--- src/rtl/rtc_field_pkg.sv ---
package rtc_field_pkg;

    localparam int data_w      = 8;
    localparam int rtc_addr_w  = 8;
    localparam int field_count = 12;

    typedef enum logic [3:0] {
        format,
        seconds,
        minutes,
        hours,
        date,
        month,
        year,
        weekday,
        week_num,
        tmr_seconds,
        tmr_minutes,
        tmr_hours
    } field_t;

    localparam logic [data_w-1:0] fmt_12h = 8'h10;
    localparam logic [data_w-1:0] fmt_24h = 8'h00;

    // rtc register map, indexed by field_t
    localparam logic [rtc_addr_w-1:0] field_addr [field_count] = '{
        8'h00, 8'h21, 8'h22, 8'h23, 8'h24, 8'h25,
        8'h26, 8'h27, 8'h28, 8'h41, 8'h42, 8'h43
    };

    // format limits span its two codes
    localparam logic [data_w-1:0] field_min [field_count] = '{
        fmt_24h, 8'd0, 8'd0, 8'd0, 8'd1, 8'd1,
        8'd0, 8'd1, 8'd1, 8'd0, 8'd0, 8'd0
    };

    localparam logic [data_w-1:0] field_max [field_count] = '{
        fmt_12h, 8'd59, 8'd59, 8'd23, 8'd31, 8'd12,
        8'd99, 8'd7, 8'd53, 8'd59, 8'd59, 8'd23
    };

endpackage

--- src/rtl/edit_bus_pkg.sv ---
package edit_bus_pkg;

    localparam int adr_w = 4; // holds a field_t

    typedef enum logic [2:0] {
        op_none,
        op_inc,
        op_dec,
        op_left,
        op_right
    } key_op_t;

    typedef enum logic [1:0] {
        nav_idle,
        nav_rd_cycle,
        nav_wr_cycle
    } nav_state_t;

    typedef enum logic [1:0] {
        drn_idle,
        drn_rd_cycle,
        drn_present
    } drain_state_t;

endpackage

--- src/rtl/field_bus_if.sv ---
`timescale 1ns/10ps

interface field_bus_if;

    logic                             cyc;
    logic                             stb;
    logic                             we;
    logic [edit_bus_pkg::adr_w-1:0]   adr;
    logic [rtc_field_pkg::data_w-1:0] dat_w;
    logic [rtc_field_pkg::data_w-1:0] dat_r;
    logic                             ack;

    modport master (
        output cyc, stb, we, adr, dat_w,
        input  dat_r, ack
    );

    // read only master, never writes
    modport reader (
        output cyc, stb, adr,
        input  dat_r, ack
    );

    modport slave (
        input  cyc, stb, we, adr, dat_w,
        output dat_r, ack
    );

    modport slave_ro (
        input  cyc, stb, adr,
        output dat_r, ack
    );

endinterface

--- src/rtl/field_navigator.sv ---
`timescale 1ns/10ps

module field_navigator (
    input  logic                  clk,
    input  logic                  reset,
    input  logic                  key_inc,
    input  logic                  key_dec,
    input  logic                  key_left,
    input  logic                  key_right,
    input  logic                  timer_mode,
    output logic                  busy,
    output rtc_field_pkg::field_t sel_field,
    field_bus_if.master           bus
);

    logic [3:0]              key_q;     // inc, dec, left, right
    logic [3:0]              key_prev;
    logic [3:0]              key_rise;
    logic                    mode_q;
    logic                    mode_prev;
    logic                    edit_up;
    edit_bus_pkg::key_op_t   op;
    edit_bus_pkg::nav_state_t state;

    // next field in the ring, fwd selects right
    function automatic rtc_field_pkg::field_t step_field(
        input rtc_field_pkg::field_t f,
        input logic                  fwd
    );
        rtc_field_pkg::field_t nxt;
        if (fwd) begin
            if (f == rtc_field_pkg::week_num)
                nxt = rtc_field_pkg::format;
            else if (f == rtc_field_pkg::tmr_hours)
                nxt = rtc_field_pkg::tmr_seconds;
            else
                nxt = rtc_field_pkg::field_t'(f + 4'd1);
        end else begin
            if (f == rtc_field_pkg::format)
                nxt = rtc_field_pkg::week_num;
            else if (f == rtc_field_pkg::tmr_seconds)
                nxt = rtc_field_pkg::tmr_hours;
            else
                nxt = rtc_field_pkg::field_t'(f - 4'd1);
        end
        return nxt;
    endfunction

    function automatic logic [rtc_field_pkg::data_w-1:0] edit_value(
        input rtc_field_pkg::field_t             f,
        input logic                              up,
        input logic [rtc_field_pkg::data_w-1:0]  cur
    );
        logic [rtc_field_pkg::data_w-1:0] lo;
        logic [rtc_field_pkg::data_w-1:0] hi;
        logic [rtc_field_pkg::data_w-1:0] res;
        lo = rtc_field_pkg::field_min[f];
        hi = rtc_field_pkg::field_max[f];
        if (f == rtc_field_pkg::format)
            res = up ? rtc_field_pkg::fmt_12h : rtc_field_pkg::fmt_24h; // jump to code
        else if (up)
            res = (cur >= hi) ? lo : cur + 8'd1;
        else
            res = (cur <= lo) ? hi : cur - 8'd1;
        return res;
    endfunction

    assign key_rise = key_q & ~key_prev;

    always_comb begin
        op = edit_bus_pkg::op_none;
        if (state == edit_bus_pkg::nav_idle && $onehot(key_rise)) begin
            if (key_rise[3])
                op = edit_bus_pkg::op_inc;
            else if (key_rise[2])
                op = edit_bus_pkg::op_dec;
            else if (key_rise[1])
                op = edit_bus_pkg::op_left;
            else
                op = edit_bus_pkg::op_right;
        end
    end

    always_ff @(posedge clk or posedge reset) begin
        if (reset) begin
            key_q     <= '0;
            key_prev  <= '0;
            mode_q    <= 1'b0;
            mode_prev <= 1'b0;
            sel_field <= rtc_field_pkg::format;
        end else begin
            key_q     <= {key_inc, key_dec, key_left, key_right};
            key_prev  <= key_q;
            mode_q    <= timer_mode;
            mode_prev <= mode_q;
            if (mode_q && !mode_prev)
                sel_field <= rtc_field_pkg::tmr_seconds;
            else if (!mode_q && mode_prev)
                sel_field <= rtc_field_pkg::format;
            else if (op == edit_bus_pkg::op_right)
                sel_field <= step_field(sel_field, 1'b1);
            else if (op == edit_bus_pkg::op_left)
                sel_field <= step_field(sel_field, 1'b0);
        end
    end

    // read-modify-write over the edit bus
    always_ff @(posedge clk or posedge reset) begin
        if (reset) begin
            state   <= edit_bus_pkg::nav_idle;
            busy    <= 1'b0;
            edit_up <= 1'b0;
            bus.cyc <= 1'b0;
            bus.stb <= 1'b0;
            bus.we  <= 1'b0;
        end else begin
            case (state)
                edit_bus_pkg::nav_idle: begin
                    if (op == edit_bus_pkg::op_inc || op == edit_bus_pkg::op_dec) begin
                        edit_up <= (op == edit_bus_pkg::op_inc);
                        bus.adr <= sel_field;
                        bus.cyc <= 1'b1;
                        bus.stb <= 1'b1;
                        bus.we  <= 1'b0;
                        busy    <= 1'b1;
                        state   <= edit_bus_pkg::nav_rd_cycle;
                    end
                end
                edit_bus_pkg::nav_rd_cycle: begin
                    if (bus.ack) begin
                        bus.cyc   <= 1'b0;
                        bus.stb   <= 1'b0;
                        bus.dat_w <= edit_value(rtc_field_pkg::field_t'(bus.adr), edit_up,
                                                bus.dat_r);
                        state     <= edit_bus_pkg::nav_wr_cycle;
                    end
                end
                edit_bus_pkg::nav_wr_cycle: begin
                    if (!bus.cyc) begin // one idle cycle after the read
                        bus.cyc <= 1'b1;
                        bus.stb <= 1'b1;
                        bus.we  <= 1'b1;
                    end else if (bus.ack) begin
                        bus.cyc <= 1'b0;
                        bus.stb <= 1'b0;
                        bus.we  <= 1'b0;
                        busy    <= 1'b0;
                        state   <= edit_bus_pkg::nav_idle;
                    end
                end
                default: state <= edit_bus_pkg::nav_idle;
            endcase
        end
    end

endmodule

--- src/rtl/field_register_bank.sv ---
`timescale 1ns/10ps

module field_register_bank (
    input  logic                                  clk,
    input  logic                                  reset,
    input  logic                                  load_valid,
    input  rtc_field_pkg::field_t                 load_field,
    input  logic [rtc_field_pkg::data_w-1:0]      load_data,
    field_bus_if.slave                            edit,
    field_bus_if.slave_ro                         drain,
    output logic [rtc_field_pkg::field_count-1:0] dirty
);

    logic [rtc_field_pkg::data_w-1:0]      field_q [rtc_field_pkg::field_count];
    logic                                  edit_rd;
    logic                                  edit_wr;
    logic                                  drain_rd;
    logic [rtc_field_pkg::field_count-1:0] set_vec;
    logic [rtc_field_pkg::field_count-1:0] clr_vec;

    assign edit_rd  = edit.cyc && edit.stb && !edit.we && !edit.ack;
    assign edit_wr  = edit.cyc && edit.stb && edit.we && !edit.ack && !load_valid; // load wins
    assign drain_rd = drain.cyc && drain.stb && !drain.ack;

    always_comb begin
        set_vec = '0;
        clr_vec = '0;
        if (edit_wr)
            set_vec[edit.adr] = 1'b1;
        if (drain_rd)
            clr_vec[drain.adr] = 1'b1;
    end

    always_ff @(posedge clk or posedge reset) begin
        if (reset) begin
            for (int i = 0; i < rtc_field_pkg::field_count; i++)
                field_q[i] <= rtc_field_pkg::field_min[i];
        end else begin
            if (load_valid)
                field_q[load_field] <= load_data;
            if (edit_wr)
                field_q[edit.adr] <= edit.dat_w;
        end
    end

    // a same-cycle edit write keeps the flag set
    always_ff @(posedge clk or posedge reset) begin
        if (reset)
            dirty <= '0;
        else
            dirty <= (dirty & ~clr_vec) | set_vec;
    end

    always_ff @(posedge clk or posedge reset) begin
        if (reset) begin
            edit.ack  <= 1'b0;
            drain.ack <= 1'b0;
        end else begin
            edit.ack  <= edit_rd || edit_wr;
            drain.ack <= drain_rd;
        end
    end

    always_ff @(posedge clk) begin
        if (edit_rd)
            edit.dat_r <= field_q[edit.adr];
        if (drain_rd)
            drain.dat_r <= field_q[drain.adr];
    end

endmodule

--- src/rtl/rtc_write_port.sv ---
`timescale 1ns/10ps

module rtc_write_port (
    input  logic                                  clk,
    input  logic                                  reset,
    input  logic [rtc_field_pkg::field_count-1:0] dirty,
    field_bus_if.reader                           bus,
    input  logic                                  rtc_ready,
    output logic                                  rtc_write,
    output logic [rtc_field_pkg::rtc_addr_w-1:0]  rtc_address,
    output logic [rtc_field_pkg::data_w-1:0]      rtc_data
);

    logic [edit_bus_pkg::adr_w-1:0] pick;
    edit_bus_pkg::drain_state_t     state;

    // lowest set dirty bit goes first
    always_comb begin
        pick = '0;
        for (int i = rtc_field_pkg::field_count - 1; i >= 0; i--) begin
            if (dirty[i])
                pick = edit_bus_pkg::adr_w'(i);
        end
    end

    always_ff @(posedge clk or posedge reset) begin
        if (reset) begin
            state     <= edit_bus_pkg::drn_idle;
            bus.cyc   <= 1'b0;
            bus.stb   <= 1'b0;
            rtc_write <= 1'b0;
        end else begin
            case (state)
                edit_bus_pkg::drn_idle: begin
                    if (|dirty) begin
                        bus.adr <= pick;
                        bus.cyc <= 1'b1;
                        bus.stb <= 1'b1;
                        state   <= edit_bus_pkg::drn_rd_cycle;
                    end
                end
                edit_bus_pkg::drn_rd_cycle: begin
                    if (bus.ack) begin
                        bus.cyc     <= 1'b0;
                        bus.stb     <= 1'b0;
                        rtc_address <= rtc_field_pkg::field_addr[bus.adr];
                        rtc_data    <= bus.dat_r;
                        rtc_write   <= 1'b1;
                        state       <= edit_bus_pkg::drn_present;
                    end
                end
                edit_bus_pkg::drn_present: begin
                    if (rtc_ready) begin // transfer taken
                        rtc_write <= 1'b0;
                        state     <= edit_bus_pkg::drn_idle;
                    end
                end
                default: state <= edit_bus_pkg::drn_idle;
            endcase
        end
    end

endmodule

--- src/rtl/rtc_edit_top.sv ---
`timescale 1ns/10ps

module rtc_edit_top (
    input  logic                                 clk,
    input  logic                                 reset,
    input  logic                                 key_inc,
    input  logic                                 key_dec,
    input  logic                                 key_left,
    input  logic                                 key_right,
    input  logic                                 timer_mode,
    input  logic                                 load_valid,
    input  rtc_field_pkg::field_t                load_field,
    input  logic [rtc_field_pkg::data_w-1:0]     load_data,
    input  logic                                 rtc_ready,
    output logic                                 busy,
    output logic [rtc_field_pkg::rtc_addr_w-1:0] sel_address,
    output logic                                 rtc_write,
    output logic [rtc_field_pkg::rtc_addr_w-1:0] rtc_address,
    output logic [rtc_field_pkg::data_w-1:0]     rtc_data
);

    rtc_field_pkg::field_t                 sel_field;
    logic [rtc_field_pkg::field_count-1:0] dirty;

    field_bus_if edit_bus ();
    field_bus_if drain_bus ();

    assign sel_address = rtc_field_pkg::field_addr[sel_field];

    field_navigator u_navigator (
        .clk        (clk),
        .reset      (reset),
        .key_inc    (key_inc),
        .key_dec    (key_dec),
        .key_left   (key_left),
        .key_right  (key_right),
        .timer_mode (timer_mode),
        .busy       (busy),
        .sel_field  (sel_field),
        .bus        (edit_bus)
    );

    field_register_bank u_bank (
        .clk        (clk),
        .reset      (reset),
        .load_valid (load_valid),
        .load_field (load_field),
        .load_data  (load_data),
        .edit       (edit_bus),
        .drain      (drain_bus),
        .dirty      (dirty)
    );

    rtc_write_port u_write_port (
        .clk         (clk),
        .reset       (reset),
        .dirty       (dirty),
        .bus         (drain_bus),
        .rtc_ready   (rtc_ready),
        .rtc_write   (rtc_write),
        .rtc_address (rtc_address),
        .rtc_data    (rtc_data)
    );

endmodule

--- config.mk ---
export PLATFORM = sky130hd
export DESIGN_NAME = rtc_edit_top
export DESIGN_NICKNAME = d
export VERILOG_FILES = /design/src/rtl/rtc_field_pkg.sv /design/src/rtl/edit_bus_pkg.sv /design/src/rtl/field_bus_if.sv /design/src/rtl/field_navigator.sv /design/src/rtl/field_register_bank.sv /design/src/rtl/rtc_write_port.sv /design/src/rtl/rtc_edit_top.sv
export SDC_FILE = /design/constraint.sdc
export NUM_CORES = 1
export LEC_CHECK = 0
export BUFFER_PORTS_ARGS = -buffer_cell sky130_fd_sc_hd__buf_2
export CAP_MARGIN = 20
export CORE_AREA = 4 4 139 141
export CTS_CLUSTER_DIAMETER = 200
export DETAILED_ROUTE_END_ITERATION = 6
export DIE_AREA = 0 0 143 145
export GPL_ROUTABILITY_DRIVEN = 0
export GPL_TIMING_DRIVEN = 0
export PLACE_DENSITY = 0.89
export SLEW_MARGIN = 20
export SYNTH_ARGS = -nofsm -noshare
export SYNTH_HDL_FRONTEND = slang
export SYNTH_HIERARCHICAL = 1
export SYNTH_SLANG_ARGS = --single-unit
--- constraint.sdc ---
create_clock -name clk -period 4.2 [get_ports clk]
set_input_delay 0.42 -clock clk [delete_from_list [all_inputs] [get_ports clk]]
set_output_delay 0.42 -clock clk [all_outputs]
set_load 0.03 [all_outputs]
== Yosys cells after proc, flatten, opt, wreduce, memory -nomap -nowiden ==
Memories as Yosys holds them, arrays and structs flattened. A register that Yosys moved wholly into a read port is not among the register bits.
Index checks and enable logic that the tools add are counted.
Cells by class
  reduce and logical (&&, ||, !) cells: 48
  magnitude comparators: 12
  shifts and indexed selects: 0
  $mul: 0
  add/subtract/negate cells: 7
  muxes and demuxes: 82
  eq/ne operators: 20
  divide/modulo/power cells: 0
  bitwise operators: 10
Operator list (count)
  96-bit bitwise mux: 2
  96-bit 2-to-1 mux: 2
  8-bit 2-to-1 mux: 16
  8-bit binary-select mux with 4-bit select: 2
  8-bit demux with 4-bit select: 2
  4-bit 2-to-1 mux: 12
  3-bit AND reduction: 9
  12-bit 2-to-1 mux: 2
  3-bit 2-to-1 mux: 8
  5-bit >= comparator, second input constant: 4
  4-bit NOT with 5-bit output: 4
  2-bit 2-to-1 mux: 9
  1-bit 2-to-1 mux: 16
  1-bit logical AND: 14
  12-bit AND: 1
  4-bit equality test, second input constant: 3
  12-bit NOT: 1
  12-bit OR: 1
  2-bit one-hot mux with 3 select lines: 2
  12-bit OR reduction: 1
  4-bit by 5-bit less-than comparator with 1-bit output, second input constant: 2
  5-bit by 1-bit less-than comparator with 1-bit output, second input constant: 2
  8-bit by 1-bit adder with 8-bit output, second input constant: 1
  1-bit demux with 4-bit select: 2
  34 further kinds: 61
Storage, ports and cells
  memories: 4
  output and inout port bits: 26
  memory bits (read-only): 512
  register bits after elaboration: 175
  bits in writable memories: 0
  word-level logic and storage cells: 221
  latch bits: 0
Memory list
  (name not given): words 16, width 8, read ports 1, clocked after Yosys merged registers in 1, wr ports 0, RTL line rtc_write_port.sv:46  | rtc_address <= rtc_field_pkg::field_addr[bus.adr];
  (name not given): words 16, width 8, read ports 1, clocked after Yosys merged registers in 0, wr ports 0, RTL line field_navigator.sv:57  | lo = rtc_field_pkg::field_min[f];
  (name not given): words 16, width 8, read ports 1, clocked after Yosys merged registers in 0, wr ports 0, RTL line field_navigator.sv:58  | hi = rtc_field_pkg::field_max[f];
  (name not given): words 16, width 8, read ports 1, clocked after Yosys merged registers in 0, wr ports 0, RTL line rtc_edit_top.sv:28  | assign sel_address = rtc_field_pkg::field_addr[sel_field];

== Depth between registers and ports, before layout ==
Gate-level depths: netlist of the first run.
  word-level depth: 12
  gate-level depth with buffers: 11
  depth with buffers taken out: 10

== Hierarchy ==
Netlist of the first run, hierarchy kept.
Modules (own cells, without submodules)
  field_register_bank: seq. area each 3238.1 µm², instances 1, cells each 648, area each 7347.0 µm²
  field_navigator: seq. area each 885.8 µm², instances 1, cells each 236, area each 2324.7 µm²
  rtc_write_port: seq. area each 640.6 µm², instances 1, cells each 68, area each 905.9 µm²
  rtc_edit_top: seq. area each 0.0 µm², instances 1, cells each 8, area each 50.0 µm²

== Least setup slack after synthesis of the first run ==
Ideal clock, no wire load.
  kind: reg-to-reg
  start: reg u_navigator.key_prev[3]
  end: reg u_navigator.sel_field[3]
  arrival: 2.890 ns
  clock period less this slack: 3.014 ns
  path buffers: 1
  data required time: 4.076 ns
  cell stages (with the launch flop): 11
  path slack: 1.186 ns
  cells stage by stage: dfrtp_1 nor2b_1 fa_1 ha_1 ha_1 and4bb_4 or4b_1 buf_2 a221oi_1 a211oi_1 o31a_1
Between the ends
  cells in the longest elaborated chain, start to end: 11
Ends and longest elaborated chain
  start, declared: RTL line field_navigator.sv:17  | logic [3:0] key_prev;
  start signal, assigned: RTL line field_navigator.sv:93  | key_prev <= key_q;
  4-bit NOT (*): RTL line field_navigator.sv:68  | assign key_rise = key_q & ~key_prev;
  4-bit AND (*): RTL line field_navigator.sv:68
  1-bit by 1-bit adder with 2-bit output (not written as such): RTL line field_navigator.sv:72  | if (state == edit_bus_pkg::nav_idle && $onehot(key_rise)) begin
  3-bit adder (not written as such): RTL line field_navigator.sv:72
  3-bit by 1-bit equality test with 1-bit output: RTL line field_navigator.sv:72
  1-bit logical AND: RTL line field_navigator.sv:72
  3-bit 2-to-1 mux (*): RTL line field_navigator.sv:72
  3-bit equality test: RTL line field_navigator.sv:100  | else if (op == edit_bus_pkg::op_right)
  4-bit 2-to-1 mux: RTL line field_navigator.sv:100
  4-bit 2-to-1 mux: RTL line field_navigator.sv:98  | else if (!mode_q && mode_prev)
  4-bit 2-to-1 mux: RTL line field_navigator.sv:96  | if (mode_q && !mode_prev)
  end signal, assigned: RTL line field_navigator.sv:97  | sel_field <= rtc_field_pkg::tmr_seconds;
  end signal, assigned: RTL line field_navigator.sv:99  | sel_field <= rtc_field_pkg::format;
  end signal, assigned: RTL line field_navigator.sv:101  | sel_field <= step_field(sel_field, 1'b1);
  end, declared: RTL line field_navigator.sv:12  | output rtc_field_pkg::field_t sel_field,
Every way passes the cells marked *; elsewhere a longest branch is shown, timed or not.
A chain may end at the register's enable or synchronous reset.

== Final worst setup path of the first run ==
  start: reg u_navigator.bus.adr[1]
  end: reg u_navigator.bus.dat_w[1], data pin
Between the ends
  cells in the longest elaborated chain, start to end: 8
Ends and longest elaborated chain
  start, declared: RTL line field_bus_if.sv:14  | output cyc, stb, we, adr, dat_w,
  start signal, assigned: RTL line field_navigator.sv:121  | bus.adr <= sel_field;
  4-bit NOT with 5-bit output (not written as such): RTL line field_navigator.sv:57, field_navigator.sv:58
  memory read 16 x 8 bit (on tied branches)
  8-bit 2-to-1 mux (on tied branches) (2 in a row): RTL line field_navigator.sv:57, field_navigator.sv:58
  8-bit <= comparator or 8-bit >= comparator (tied branches): RTL line field_navigator.sv:64, field_navigator.sv:62
  8-bit 2-to-1 mux (on tied branches): RTL line field_navigator.sv:64, field_navigator.sv:62
  8-bit 2-to-1 mux: RTL line field_navigator.sv:61  | else if (up)
  8-bit 2-to-1 mux (*): RTL line field_navigator.sv:59  | if (f == rtc_field_pkg::format)
  end signal, assigned: RTL line field_navigator.sv:133  | bus.dat_w <= edit_value(rtc_field_pkg::field_t'(bus.adr), edit_up,
  end, declared: RTL line field_bus_if.sv:14
Every way passes the cells marked *; elsewhere a longest branch is shown, timed or not. The select of a mux whose other input is x is not followed.

==> results.sh, run 1 <==
export IMPL_tritoncts_clock_tree="built"
export IMPL_fin_crit_sh=0.763
export IMPL_dp_cells=1232
export IMPL_path_delay_family="compound AO/OA/AOI/OAI gates"
export IMPL_synthToLayoutAreaGrowth_pct=10.7
export IMPL_sum_of_net_half_perimeters_after_detailed_placement_mm=20.1
export IMPL_clk_root_buffer_cell="clkbuf_16"
export IMPL_pre_cts_ws_ps=1010
export IMPL_die_height_um=145
export IMPL_layout_nets=1071
export IMPL_startpoint_type="register"
export IMPL_antenna_cells=0
export IMPL_rows=49
export IMPL_grt_total_usage=0.274
export IMPL_max_slew_violation_count=0
export IMPL_async_flop_share=0.746
export IMPL_finish_utilization=0.655
export IMPL_report_final_setup_viol=0
export IMPL_synth_enable_flop_cells=46
export IMPL_layout_min_cycle_time_ps=3210
export IMPL_post_cts_resized_instances=0
export IMPL_cap_viol_max_count=0
export IMPL_powerDensity_mw_per_mm2=600
export IMPL_layout_cells_most_common="dfrtp_1"
export IMPL_rsz_0062_raised_after_global_routing="no"
export IMPL_core_mm2=0.0180
export IMPL_worst_slew_pin_transition_ps=898
export IMPL_port_buffer_count=39
export IMPL_initial_antenna_violation_count=0
export IMPL_die_area_mm2=0.0207
export IMPL_synth_compound_area_share=0.105
export IMPL_io_pin_count=47
export IMPL_post_synth_xor_area_fraction=0.00659
export IMPL_master_of_the_slowest_instance_on_the_critical_path="edfxtp_1"
export IMPL_timing_clock_skew_ps=10.8
export IMPL_pwr_share_clk=0.227
export IMPL_max_slew_margin_rel=0.396
export IMPL_grt_start_max_net_pins=57
export IMPL_synth_warning_count=6
export IMPL_fmax_mhz=312
export IMPL_synthesis_instances=960
export IMPL_power_sequential_fraction=0.421
export IMPL_outcome="finished with violations"
export IMPL_cp_buffers_inverters=2
export IMPL_adder_cell_fraction_of_synth_area=0.0337
export IMPL_worst_case_clock_buffer_depth=2
export IMPL_routedWlPerCell_um=22.1
export IMPL_critical_path_peak_fanout=6
export IMPL_layout_drive_gt1_share=0.197
export IMPL_antenna_left=0
export IMPL_synth_simple_gate_area_frac=0.155
export IMPL_timing_critical_path_to_type="register"
export IMPL_drt_first_iter_violations=1259
export IMPL_post_layout_nonfiller_instances=1264
export IMPL_cts_clk_slew_worst_paths_ps=80
export IMPL_power_share_combinational=0.352
export IMPL_routed_wl_mm=27.9
export IMPL_synthFlopType="dfrtp_1"
export IMPL_failing_checks="design-rule violations"
export IMPL_critical_path_max_stage_delay_ps=480
export IMPL_max_rail_drop_vdd_uv=442
export IMPL_drt_vias_per_instance=6.70
export IMPL_final_worst_path_setup_slack_ps=995
export IMPL_finalHoldViolations=0
export IMPL_synth_seq_cells=181
export IMPL_num_vias=8469
export IMPL_synth_mux_area_fraction=0.208
export IMPL_design_area_mm2=0.0118
export IMPL_standard_cell_area_after_detailed_placement_mm2=0.0112
export IMPL_required_ps=4460
export IMPL_detail_route_first_pass_iterations=7
export IMPL_synthesized_cell_area_mm2=0.0106
export IMPL_power_leakage_nw=5.07
export IMPL_power_internal_w=0.00434
export IMPL_critPathKind="reg -> reg"
export IMPL_swShare=0.385
export IMPL_cts_setup_buffers=0
export IMPL_clock_buffer_count_from_cts=17
export IMPL_critical_path_cell_chain="inv_1 > ha_1 > mux2_2 > o21ai_0 > ha_1 > nand4_1 > and3_1 > o21ai_0 > or2_2 > clkbuf_1 > o22ai_1"
export IMPL_numClockSinks=181
export IMPL_grt_first_pass_wirelength_mm=44.8
export IMPL_power_switching_w=0.00272
export IMPL_insertion_delay_ps=440
export IMPL_route_detailed_drc=1
export IMPL_class_of_the_worst_hold_path="in -> async"
export IMPL_ys_types=67
export IMPL_fin_hold_ws_ps=4.46
export IMPL_fp_dieW_um=143
export IMPL_synth_top_family_by_area="multiplexers"
export IMPL_overflow=0
export IMPL_n_fill_cell=1227
export IMPL_grt_pass1_vias=8460
export IMPL_initial_core_util=0.592
export IMPL_cts_htree_levels=4
export IMPL_synth_sequential_area_ratio=0.448
export IMPL_layout_common_cells="dfrtp_1, nand2_1, mux2i_1, o21ai_0, buf_2"
export IMPL_worst_ep_arrival_time_ps=3470
export IMPL_syn_area_per_cell_um2=11.1
export IMPL_hold_fix_buffer_count_after_cts=0
final timing paths:
path	depth (start not counted)	to	start	slack [ps]
min in group clk	1	u_navigator/mode_q	timer_mode	80
worst min-delay path	2	u_write_port/bus.stb	reset	4
max in group asynchronous	3	u_bank/field_q[48]	reset	3330
worst max-delay path	11	u_navigator/bus.dat_w[1]	u_navigator/bus.adr[1]	990
worst min register to register	0	u_navigator/key_prev[1]	u_navigator/key_q[1]	370
worst max register to register	11	u_navigator/bus.dat_w[1]	u_navigator/bus.adr[1]	990
synth_stat cells (12+ instances only):
| library cell | count | area share |
|---|---|---|
| dfrtp_1 | 131 | 0.31 |
| nand2_1 | 129 | 0.046 |
| mux2i_1 | 104 | 0.098 |
| o21ai_0 | 93 | 0.044 |
| nor2_1 | 54 | 0.019 |
| mux4_2 | 49 | 0.10 |
| edfxtp_1 | 46 | 0.13 |
| a21oi_1 | 37 | 0.017 |
| ha_1 | 27 | 0.032 |
| nand2b_1 | 25 | 0.015 |
| buf_2 | 21 | 0.0099 |
| inv_1 | 19 | 0.0067 |
| a22oi_1 | 17 | 0.012 |
| clkbuf_1 | 16 | 0.0057 |
| nor2b_1 | 16 | 0.0094 |
| buf_4 | 13 | 0.0092 |
| nand3_1 | 12 | 0.0057 |
| o21ai_1 | 12 | 0.0057 |
stage by stage:
step                TNS, ps  power [W]
floorplan                 0    0.00468
global placement     -60530    0.00518
detailed placement        0    0.00537
CTS                       0    0.00699
global route              0    0.00741
finish                    0    0.00706
power by group through the flow:
stage          clock network (W)  logic, W  registers [W]
2_1_floorplan                  0   0.00182        0.00286
3_3_place_gp                   0   0.00228        0.00290
3_5_place_dp                   0   0.00240        0.00296
4_1_cts                  0.00161   0.00244        0.00294
5_1_grt                  0.00169   0.00269        0.00304
6_report                 0.00160   0.00249        0.00297
logic make-up after synthesis:
| family | after synthesis |
|---|---|
| AND/OR/NAND/NOR | 304 |
| adder cells (fa/ha/maj) | 28 |
| buffers and inverters | 84 |
| other | 2 |
| flip-flops | 181 |
| AO/OA/AOI/OAI | 194 |
| XOR/XNOR | 8 |
| multiplexers | 159 |
registers in the layout (all words and copies together), names as in the netlist, 4 cells and up:
name and cells:
u_bank/dirty 12, u_bank/drain.dat_r 8, u_bank/edit.dat_r 8, u_bank/field_q 96, u_navigator/bus.adr 4, u_navigator/bus.dat_w 8, u_navigator/key_prev 4, u_navigator/key_q 4
u_navigator/sel_field 4, u_write_port/bus.adr 4, u_write_port/rtc_address 6, u_write_port/rtc_data 8
per-layer routing:
| layer | track usage | wire (um) |
|---|---|---|
| met1 | 0.358 | 10200 |
| met2 | 0.428 | 13300 |
| met3 | 0.0612 | 3040 |
| met4 | 0.142 | 1420 |
| met5 | 0 | 0 |
layout make-up:
class | count | area (um^2) | share of cell area
multi-input combinational | 697 | 5420 | 0.461
sequential | 181 | 4760 | 0.405
clock buffer | 17 | 425 | 0.0361
buffer | 65 | 380 | 0.0323
tap | 229 | 287 | 0.0243
timing repair buffer | 41 | 230 | 0.0196
clock inverter | 15 | 183 | 0.0155
inverter | 19 | 76.3 | 0.00648
Note: power is estimated with default switching activity, not from simulation.
==> inputs of run 2 (changes only) <==
Settings changed: ABC_AREA set to 1, CORE_AREA 4 4 139 141 to 4 4 146 148, DIE_AREA 0 0 143 145 to 0 0 150 152, PLACE_DENSITY 0.89 to 0.88.
Clock period 4.2 ns to 3.3 ns, I/O delays scaled along.
==> results.sh, run 2 <==
export IMPL_critical_path_max_stage_delay_ps=410
export IMPL_layout_min_cycle_time_ps=2710
export IMPL_synthesis_instances=1714
export IMPL_num_vias=12600
export IMPL_antenna_left=0
export IMPL_largest_register_ff_count=96
export IMPL_fp_dieW_um=150
export IMPL_grt_pass1_vias=11400
export IMPL_synthesized_cell_area_mm2=0.0118
export IMPL_power_leakage_nw=6.76
export IMPL_worst_case_clock_buffer_depth=2
export IMPL_finish_utilization=0.649
export IMPL_synthToLayoutAreaGrowth_pct=10.4
export IMPL_fin_hold_ws_ps=114
export IMPL_standard_cell_area_after_detailed_placement_mm2=0.0123
export IMPL_sum_of_net_half_perimeters_after_detailed_placement_mm=27.4
export IMPL_outcome="finished with violations"
export IMPL_timing_clock_skew_ps=12.4
export IMPL_tritoncts_clock_tree="built"
export IMPL_grt_first_pass_wirelength_mm=60.0
export IMPL_worst_ep_arrival_time_ps=3070
export IMPL_routed_wl_mm=38.3
export IMPL_report_final_setup_viol=0
export IMPL_syn_area_per_cell_um2=6.88
export IMPL_pre_cts_ws_ps=642
export IMPL_timing_rr_start="u_navigator/key_prev[1]"
export IMPL_fin_crit_sh=0.820
export IMPL_route_detailed_drc=10
export IMPL_ys_types=45
export IMPL_numClockSinks=181
export IMPL_largest_register="u_bank/field_q"
export IMPL_r2r_end="u_navigator/sel_field[1]"
export IMPL_io_pin_count=47
export IMPL_synth_top_cells_by_count="nand2_1, nand3_1, inv_1"
export IMPL_layout_common_cells="nand2_1, nand3_1, inv_1, dfrtp_1, o21ai_0"
export IMPL_critPathKind="reg -> reg"
export IMPL_layout_drive_gt1_share=0.0960
export IMPL_synthFlopType="dfrtp_1"
export IMPL_final_worst_path_setup_slack_ps=594
export IMPL_most_instantiated_library_cell_after_synthesis="nand2_1"
export IMPL_drt_vias_per_instance=6.10
export IMPL_cts_htree_levels=4
export IMPL_synth_sequential_area_ratio=0.404
export IMPL_layout_cells_most_common="nand2_1"
export IMPL_min_delay_worst_endpoint="u_write_port/state[1]"
export IMPL_synth_top_area_share=0.278
export IMPL_synth_seq_cells=181
export IMPL_clk_root_buffer_cell="clkbuf_16"
export IMPL_synth_enable_flop_cells=46
export IMPL_post_cts_resized_instances=0
export IMPL_max_slew_margin_rel=0.263
export IMPL_hold_fix_buffer_count_after_cts=6
export IMPL_initial_core_util=0.588
export IMPL_clock_buffer_count_from_cts=17
export IMPL_async_flop_share=0.746
export IMPL_routedWlPerCell_um=18.6
export IMPL_detail_route_first_pass_iterations=7
export IMPL_worst_slew_pin_transition_ps=1110
export IMPL_finalHoldViolations=0
export IMPL_overflow=0
export IMPL_max_slew_violation_count=0
export IMPL_die_height_um=152
export IMPL_r2r_slack_ps=590
export IMPL_startpoint_type="register"
export IMPL_die_area_mm2=0.0228
export IMPL_worst_hold_path_num_cells=2
export IMPL_insertion_delay_ps=450
export IMPL_core_mm2=0.0200
export IMPL_critical_path_peak_fanout=4
export IMPL_layout_nets=1827
export IMPL_drt_first_iter_violations=2534
export IMPL_cts_setup_buffers=0
export IMPL_synth_area_leaders="dfrtp_1, nand2_1, edfxtp_1"
export IMPL_min_from="rtc_ready"
export IMPL_worst_r2r_path_depth=12
export IMPL_required_ps=3670
export IMPL_cap_viol_max_count=0
export IMPL_rows=52
export IMPL_finalSetupTns_ps=0
export IMPL_synth_warning_count=6
export IMPL_largest_registers="u_bank/field_q: 96 flops, u_bank/dirty: 12 flops"
export IMPL_timing_critical_path_to_type="register"
export IMPL_port_buffer_count=36
export IMPL_master_of_the_slowest_instance_on_the_critical_path="fa_1"
export IMPL_max_rail_drop_vdd_uv=452
export IMPL_grt_start_max_net_pins=57
export IMPL_design_area_mm2=0.0130
export IMPL_critical_path_cell_chain="or2_2 > inv_1 > fa_1 > ha_1 > ha_1 > nor2_1 > nand3_1 > o21ai_2 > inv_1 > nor2_2 > nand2_1 > o22ai_1"
export IMPL_class_of_the_worst_hold_path="in -> reg"
export IMPL_powerDensity_mw_per_mm2=726
export IMPL_synth_top_area_cell="dfrtp_1"
export IMPL_initial_antenna_violation_count=0
export IMPL_failing_checks="design-rule violations"
export IMPL_cts_clk_slew_worst_paths_ps=70
export IMPL_rsz_0062_raised_after_global_routing="no"
export IMPL_fmax_mhz=370
export IMPL_grt_total_usage=0.336
[run 2: power by group]
part	internal (W)	switching, W	leakage [nW]	total, W
clock network	0.00106	0.000995	0.294	0.00206
logic	0.00116	0.00251	4.39	0.00367
registers	0.00309	0.000640	2.07	0.00373
[run 2: worst max path at each step]
stage / from / to / slack (ps) / cells past startpoint
6_report: u_navigator/key_prev[1] / u_navigator/sel_field[1] / 590 / 12
3_3_place_gp: reset / u_bank/field_q[73] / -1360 / 2
3_5_place_dp: u_navigator/key_prev[1] / u_navigator/sel_field[1] / 640 / 12
5_1_grt: u_navigator/key_q[1] / u_navigator/bus.stb / 350 / 12
2_1_floorplan: reset / u_bank/dirty[0] / 70 / 1
4_1_cts: u_navigator/key_prev[1] / u_navigator/sel_field[1] / 610 / 12
[run 2: per-stage QoR]
step	total power, W	instances
after floorplan	0.00611	1716
after CTS	0.00927	2061
final	0.00945	2062
after global routing	0.0100	2061
after detailed placement	0.00720	2023
after global placement	0.00703	2022
[run 2: cells by family after synthesis]
kind of cell	Yosys count	synth area share
AO/OA/AOI/OAI	152	0.0705
XOR/XNOR	6	0.00446
adder cells (fa/ha/maj)	28	0.0304
buffers and inverters	300	0.103
flip-flops	181	0.404
multiplexers	1	0.000955
other	2	0.000637
AND/OR/NAND/NOR	1044	0.386
[run 2: layout make-up]
class / count / area (um^2)
Antenna cell: 1 / 2.50
Buffer: 72 / 357
Clock buffer: 18 / 450
Clock inverter: 14 / 149
Fill cell: 1746 / 7030
Inverter: 228 / 863
Multi-Input combinational cell: 1235 / 5820
Sequential cell: 181 / 4760
Tap cell: 270 / 338
Timing Repair Buffer: 43 / 268
[run 2: per-layer routing]
layer,track usage,up-vias,part of all wire
met4,0.200,0,0.080
met1,0.430,5614,0.34
li1,-,5596,-
met3,0.118,277,0.16
met2,0.490,1082,0.42
met5,0,-,0
[run 2: critical path: cells and delay by family (launching register included)]
kind                       cells  cell delay (ps)
buffers and inverters          2              180
and+or+nand+nor                5              830
AOI/OAI and AO/OA              2              320
DFF                            1              360
adders and majority gates      3              910
